===== src/hdl/ctrl_defines.svh =====
`ifndef CTRL_DEFINES_SVH
`define CTRL_DEFINES_SVH

// Instruction fields
`define OPC_RTYPE     6'h00
`define FN_ADD        6'h20
`define FN_SUB        6'h22
`define FN_AND        6'h24
`define FN_SLT        6'h2A

// ALU operations
`define ALUOP_ADD     3'b001
`define ALUOP_SUB     3'b010
`define ALUOP_AND     3'b011
`define ALUOP_SLT     3'b111

// Mux selects
`define SRCA_PC       2'b00
`define SRCA_REGA     2'b01
`define SRCB_REGB     2'b00
`define SRCB_FOUR     2'b01
`define SRCB_OFFSET   2'b11
`define WD_ALUOUT     2'b10
`define DST_RD        2'b01
`define PCSRC_ALU     2'b00
`define PCSRC_EXCVEC  2'b11

// Exception causes
`define EXC_INVALID   2'b00
`define EXC_OVERFLOW  2'b01

// Cycles spent reading the instruction
`define FETCH_STEPS   3

`endif


===== src/hdl/ctrlPkg.sv =====
package ctrlPkg;

    typedef logic [5:0] opcode_t;
    typedef logic [5:0] funct_t;
    typedef logic [2:0] aluOp_t;
    typedef logic [1:0] muxSel_t;
    typedef logic [1:0] excCause_t;
    typedef logic [1:0] step_t;

    typedef enum logic [2:0] {
        clsAdd,
        clsSub,
        clsAnd,
        clsSlt,
        clsInvalid
    } instrClass_t;

    typedef enum logic [2:0] {
        stFetch,
        stDecode,
        stExecute,
        stWriteback,
        stException
    } ctrlState_t;

    typedef struct packed {
        aluOp_t  aluOp;
        muxSel_t srcA;
        muxSel_t srcB;
    } aluCtrl_t;

    typedef struct packed {
        logic    pcWrite;
        muxSel_t pcSrc;
        logic    memRead;
        logic    irWrite;
        logic    loadAB;
        logic    aluOutWrite;
    } pathCtrl_t;

    typedef struct packed {
        logic    regWrite;
        muxSel_t regDst;
        muxSel_t writeData;
    } regCtrl_t;

    typedef struct packed {
        logic      epcWrite;
        excCause_t exCause;
    } excCtrl_t;

endpackage


===== src/hdl/instrDecoder.sv =====
`include "ctrl_defines.svh"

module instrDecoder (
    input  ctrlPkg::opcode_t     opcode,
    input  ctrlPkg::funct_t      funct,
    output ctrlPkg::instrClass_t instrClass
);

    import ctrlPkg::*;

    // Only R-type arithmetic is supported
    always_comb begin
        instrClass = clsInvalid;
        if (opcode == `OPC_RTYPE) begin
            case (funct)
                `FN_ADD: begin
                    instrClass = clsAdd;
                end
                `FN_SUB: begin
                    instrClass = clsSub;
                end
                `FN_AND: begin
                    instrClass = clsAnd;
                end
                `FN_SLT: begin
                    instrClass = clsSlt;
                end
                default: begin
                    instrClass = clsInvalid;
                end
            endcase
        end
    end

endmodule


===== src/hdl/controlSequencer.sv =====
`include "ctrl_defines.svh"

module controlSequencer (
    input  logic                 clk,
    input  logic                 reset,
    input  ctrlPkg::instrClass_t instrClass,
    input  logic                 overflow,
    output ctrlPkg::ctrlState_t  state,
    output ctrlPkg::step_t       step,
    output ctrlPkg::instrClass_t curClass
);

    import ctrlPkg::*;

    localparam step_t LastFetch = step_t'(`FETCH_STEPS - 1);

    logic trapOverflow;

    // Only ADD and SUB trap, AND and SLT ignore the flag
    assign trapOverflow = overflow && (curClass == clsAdd || curClass == clsSub);

    // Reset parks on the unused fetch step 3, which wraps to step 0 on the next clock
    always_ff @(posedge clk) begin
        if (reset) begin
            state <= stFetch;
            step  <= 2'd3;
        end else begin
            case (state)
                stFetch: begin
                    if (step == LastFetch) begin
                        state <= stDecode;
                        step  <= '0;
                    end else begin
                        step <= step + 2'd1;
                    end
                end
                stDecode: begin
                    step <= '0;
                    if (instrClass == clsInvalid) begin
                        state <= stException;
                    end else begin
                        state <= stExecute;
                    end
                end
                stExecute: begin
                    step <= '0;
                    if (trapOverflow) begin
                        state <= stException;
                    end else begin
                        state <= stWriteback;
                    end
                end
                stWriteback: begin
                    state <= stFetch;
                    step  <= '0;
                end
                stException: begin
                    if (step == 2'd1) begin
                        state <= stFetch;
                        step  <= '0;
                    end else begin
                        step <= step + 2'd1;
                    end
                end
                default: begin
                    state <= stFetch;
                    step  <= '0;
                end
            endcase
        end
    end

    // Class of the instruction in flight, also tells the encoder the trap cause
    always_ff @(posedge clk) begin
        if (state == stDecode) begin
            curClass <= instrClass;
        end
    end

endmodule


===== src/hdl/controlEncoder.sv =====
`include "ctrl_defines.svh"

module controlEncoder (
    input  ctrlPkg::ctrlState_t  state,
    input  ctrlPkg::step_t       step,
    input  ctrlPkg::instrClass_t curClass,
    output ctrlPkg::aluCtrl_t    aluCtrl,
    output ctrlPkg::pathCtrl_t   pathCtrl,
    output ctrlPkg::regCtrl_t    regCtrl,
    output ctrlPkg::excCtrl_t    excCtrl
);

    import ctrlPkg::*;

    function automatic aluOp_t classOp(input instrClass_t cls);
        aluOp_t op;
        case (cls)
            clsSub: begin
                op = `ALUOP_SUB;
            end
            clsAnd: begin
                op = `ALUOP_AND;
            end
            clsSlt: begin
                op = `ALUOP_SLT;
            end
            default: begin
                op = `ALUOP_ADD;
            end
        endcase
        return op;
    endfunction

    always_comb begin
        aluCtrl  = '0;
        pathCtrl = '0;
        regCtrl  = '0;
        excCtrl  = '0;

        case (state)
            stFetch: begin
                // Step 3 only occurs right after reset and drives nothing
                if (step < step_t'(`FETCH_STEPS)) begin
                    pathCtrl.memRead = 1'b1;
                    pathCtrl.irWrite = 1'b1;
                    aluCtrl.aluOp    = `ALUOP_ADD;
                    aluCtrl.srcA     = `SRCA_PC;
                    aluCtrl.srcB     = `SRCB_FOUR;
                    if (step == '0) begin
                        pathCtrl.pcWrite = 1'b1;
                        pathCtrl.pcSrc   = `PCSRC_ALU;
                    end
                end
            end
            stDecode: begin
                pathCtrl.loadAB      = 1'b1;
                pathCtrl.aluOutWrite = 1'b1;
                // Branch target precompute, PC plus offset
                aluCtrl.aluOp        = `ALUOP_ADD;
                aluCtrl.srcA         = `SRCA_PC;
                aluCtrl.srcB         = `SRCB_OFFSET;
            end
            stExecute: begin
                aluCtrl.aluOp        = classOp(curClass);
                aluCtrl.srcA         = `SRCA_REGA;
                aluCtrl.srcB         = `SRCB_REGB;
                pathCtrl.aluOutWrite = 1'b1;
            end
            stWriteback: begin
                regCtrl.regWrite  = 1'b1;
                regCtrl.regDst    = `DST_RD;
                regCtrl.writeData = `WD_ALUOUT;
            end
            stException: begin
                excCtrl.exCause = (curClass == clsInvalid) ? `EXC_INVALID : `EXC_OVERFLOW;
                if (step == '0) begin
                    excCtrl.epcWrite = 1'b1;
                end else begin
                    pathCtrl.pcWrite = 1'b1;
                    pathCtrl.pcSrc   = `PCSRC_EXCVEC;
                end
            end
            default: begin
            end
        endcase
    end

endmodule


===== src/hdl/controlUnit.sv =====
module controlUnit (
    input  logic               clk,
    input  logic               reset,
    input  ctrlPkg::opcode_t   opcode,
    input  ctrlPkg::funct_t    funct,
    input  logic               overflow,
    output ctrlPkg::aluCtrl_t  aluCtrl,
    output ctrlPkg::pathCtrl_t pathCtrl,
    output ctrlPkg::regCtrl_t  regCtrl,
    output ctrlPkg::excCtrl_t  excCtrl
);

    import ctrlPkg::*;

    instrClass_t instrClass;
    instrClass_t curClass;
    ctrlState_t  state;
    step_t       step;

    instrDecoder instrDecoder_i (
        .opcode     (opcode),
        .funct      (funct),
        .instrClass (instrClass)
    );

    controlSequencer controlSequencer_i (
        .clk        (clk),
        .reset      (reset),
        .instrClass (instrClass),
        .overflow   (overflow),
        .state      (state),
        .step       (step),
        .curClass   (curClass)
    );

    controlEncoder controlEncoder_i (
        .state    (state),
        .step     (step),
        .curClass (curClass),
        .aluCtrl  (aluCtrl),
        .pathCtrl (pathCtrl),
        .regCtrl  (regCtrl),
        .excCtrl  (excCtrl)
    );

endmodule


===== config.mk =====
export PLATFORM = sky130hd
export DESIGN_NAME = controlUnit
export DESIGN_NICKNAME = d
export VERILOG_FILES = /design/src/hdl/ctrlPkg.sv /design/src/hdl/instrDecoder.sv /design/src/hdl/controlSequencer.sv /design/src/hdl/controlEncoder.sv /design/src/hdl/controlUnit.sv
export VERILOG_INCLUDE_DIRS = /design/src /design/src/hdl
export SDC_FILE = /design/constraint.sdc
export NUM_CORES = 1
export LEC_CHECK = 0
export ABC_AREA = 1
export BUFFER_PORTS_ARGS = -buffer_cell sky130_fd_sc_hd__buf_2
export CAP_MARGIN = 10
export CELL_PAD_IN_SITES_DETAIL_PLACEMENT = 1
export CELL_PAD_IN_SITES_GLOBAL_PLACEMENT = 2
export CORE_MARGIN = 2
export CORE_UTILIZATION = 22
export DETAILED_ROUTE_END_ITERATION = 8
export GPL_ROUTABILITY_DRIVEN = 0
export PLACE_DENSITY_LB_ADDON = 0.2
export SLEW_MARGIN = 15
export SYNTH_ARGS = -nofsm -noshare
export SYNTH_HDL_FRONTEND = slang
export SYNTH_SLANG_ARGS = --single-unit

===== constraint.sdc =====
create_clock -name clk -period 3.3 [get_ports clk]
set_input_delay 0.99 -clock clk [delete_from_list [all_inputs] [get_ports clk]]
set_output_delay 0.99 -clock clk [all_outputs]
set_load 0.005 [all_outputs]

==> flow_metrics.env <==
export IMPL_gr_usage_met1=0.109
export IMPL_clk_root_buffer_cell="clkbuf_4"
export IMPL_grt_start_max_net_pins=8
export IMPL_reg2reg_depth=4
export IMPL_fillCellCount=354
export IMPL_hold_slack_ns=0.622
export IMPL_max_freq_ghz=0.422
export IMPL_area_growth_pct=29.0
export IMPL_synth_area_top_cells="dfxtp_1, edfxtp_1, buf_4"
export IMPL_skew_ns=0.00122
export IMPL_timing_final_ws_setup_ns=0.929
export IMPL_final_common_cell="buf_2"
export IMPL_die_y_um=56.6
export IMPL_numCtsBuffers=3
export IMPL_clk_pin_slew_worst_paths_ns=0.06
export IMPL_path_buf_inv=3
export IMPL_netlist_cell_type_count=25
export IMPL_synthesis_area_um2=608
export IMPL_cts_repair_resized=0
export IMPL_wl_per_cell_um=9.98
export IMPL_core_mm2=0.00269
export IMPL_initial_core_util=0.226
export IMPL_stdcell_count=150
export IMPL_via_per_inst=4.33
export IMPL_cp_start_kind="flip-flop"
export IMPL_leakagePower_nw=0.438
export IMPL_cts_max_path_buffers=2
export IMPL_grt_util_met3=0.0415
export IMPL_maxSlewViolCount=0
export IMPL_rrSetupSlack_ns=2.11
export IMPL_cts_sink_count=8
export IMPL_drive_above_1_share=0.412
export IMPL_dieArea_mm2=0.00320
export IMPL_met2_usage=0.184
export IMPL_cp_top_family="flip-flops"
export IMPL_cp_num_cells=5
export IMPL_clock_latency_ns=0.25
export IMPL_synth_top_cell_area_share=0.165
export IMPL_cts_htree_levels=1
export IMPL_fin_crit_sh=0.719
export IMPL_status="finished clean"
export IMPL_dp_slack_ns=1.18
export IMPL_drt_iter0_markers=7
export IMPL_fin_nets=135
export IMPL_max_cap_viol_count=0
export IMPL_worst_ep_required_time_ns=2.31
export IMPL_grt_pass1_vias=633
export IMPL_utilization=0.292
export IMPL_ir_drop_mv=0.205
export IMPL_hold_path_cell_count=2
export IMPL_wl_um=1500
export IMPL_cpMaxStageDelayCell="dfxtp_1"
export IMPL_grt_overflow=0
export IMPL_end_kind="output port"
export IMPL_hold_class="reg -> reg"
export IMPL_slowest_delay_ns=0.40
export IMPL_powerDensity_mw_per_mm2=616
export IMPL_drc=0
export IMPL_crit_fanout=4
export IMPL_finalHoldViolCount=0
export IMPL_yosys_area_top_type="dfxtp_1"
export IMPL_rsz0062_at_grt="false"
export IMPL_vias=649
export IMPL_place_area_um2=758
export IMPL_yosys_warnings=0
export IMPL_ys_ff_latch=8
export IMPL_ant_nets=0
export IMPL_dp_cells=146
export IMPL_chipWidth_um=56.6
export IMPL_grt_pass1_wl_um=2530
export IMPL_cts_hold_fix_buffers=0
export IMPL_worstPathCellList="inv_2, nor3_2, inv_2, a31oi_1, buf_2"
export IMPL_setup_tns_ns=0
export IMPL_hpwlAfterDp_um=1300
export IMPL_tritoncts="yes"
export IMPL_power_mw=0.483
export IMPL_synth_avg_cell_area_um2=6.91
export IMPL_cpMostUsedCell="inv_2"
export IMPL_min_period_ns=2.37
export IMPL_firstDrtPassIters=4
export IMPL_antenna_found_initial=0
export IMPL_post_cts_repair_setup_buffers=0
export IMPL_synth_cells=88
export IMPL_ys_seq_area_frac=0.313
export IMPL_mostFrequentLayoutCells="buf_2, inv_1, nor2_1, nand2_1, inv_2"
export IMPL_crit_arrival_ns=1.38
export IMPL_design_area_um2=785
export IMPL_grt_busiest_layer="met2"
export IMPL_diodes=0
export IMPL_io_pins=37
export IMPL_critical_path_class="reg -> out"
export IMPL_rows=19
export IMPL_portBuffers=32
export IMPL_setup_violations=0
export IMPL_grt_total_usage=0.103
tightest hold or removal path, stage by stage (launching register included):
cell      delay (ns)
dfxtp_1         0.38
nand3_1         0.11
o311ai_1        0.08
worst paths after layout:
path	start	endpoint
worst min-delay path	controlSequencer_i.step[1]$_SDFF_PP1_	controlSequencer_i.step[1]$_SDFF_PP1_
worst max-delay path	controlSequencer_i.state[2]$_SDFFE_PP0P_	excCtrl[0]
worst max register to register	controlSequencer_i.state[1]$_SDFFE_PP0P_	controlSequencer_i.state[1]$_SDFFE_PP0P_
worst min register to register	controlSequencer_i.step[1]$_SDFF_PP1_	controlSequencer_i.step[1]$_SDFF_PP1_
cell type report:
| class | count | area [µm²] | share of cell area |
|---|---|---|---|
| multi-input combinational | 55 | 294 | 0.375 |
| sequential | 8 | 190 | 0.242 |
| timing repair buffer | 32 | 160 | 0.204 |
| inverter | 20 | 75.1 | 0.0957 |
| tap | 31 | 38.8 | 0.0494 |
| clock buffer | 4 | 26.3 | 0.0335 |
where the power goes:
part | switching [mW] | internal, mW
sequential | 0.0219 | 0.129
combinational | 0.150 | 0.0997
clock | 0.0363 | 0.0465
total | 0.208 | 0.275
registers in the layout, summed over array words and instances (netlist names):
signal / flops
controlSequencer_i.curClass: 3
controlSequencer_i.state: 3
controlSequencer_i.step: 2
cell families after synthesis:
kind of cell | share of synthesized area
and+or+nand+nor | 0.340
AOI/OAI and AO/OA | 0.119
other | 0.00617
DFF | 0.313
buffers and inverters | 0.222
routing by layer:
| metal | up-vias | wire [µm] |
|---|---|---|
| li1 | 335 | - |
| met1 | 290 | 634 |
| met2 | 22 | 753 |
| met3 | 2 | 97 |
| met4 | 0 | 11 |
| met5 | - | 0 |
Yosys cell counts (all sizes together):
cell type / instances
o21ai: 3
nor4: 1
a21oi: 2
o21a: 1
a31oi: 2
inv: 20
a211oi: 1
or2: 1
nand2: 10
dfxtp: 5
edfxtp: 3
nand3: 8
nor3: 5
nor2: 12
conb: 1
buf: 8
o311ai: 1
nand4: 3
o31ai: 1
(Power assumes the default switching activity.)
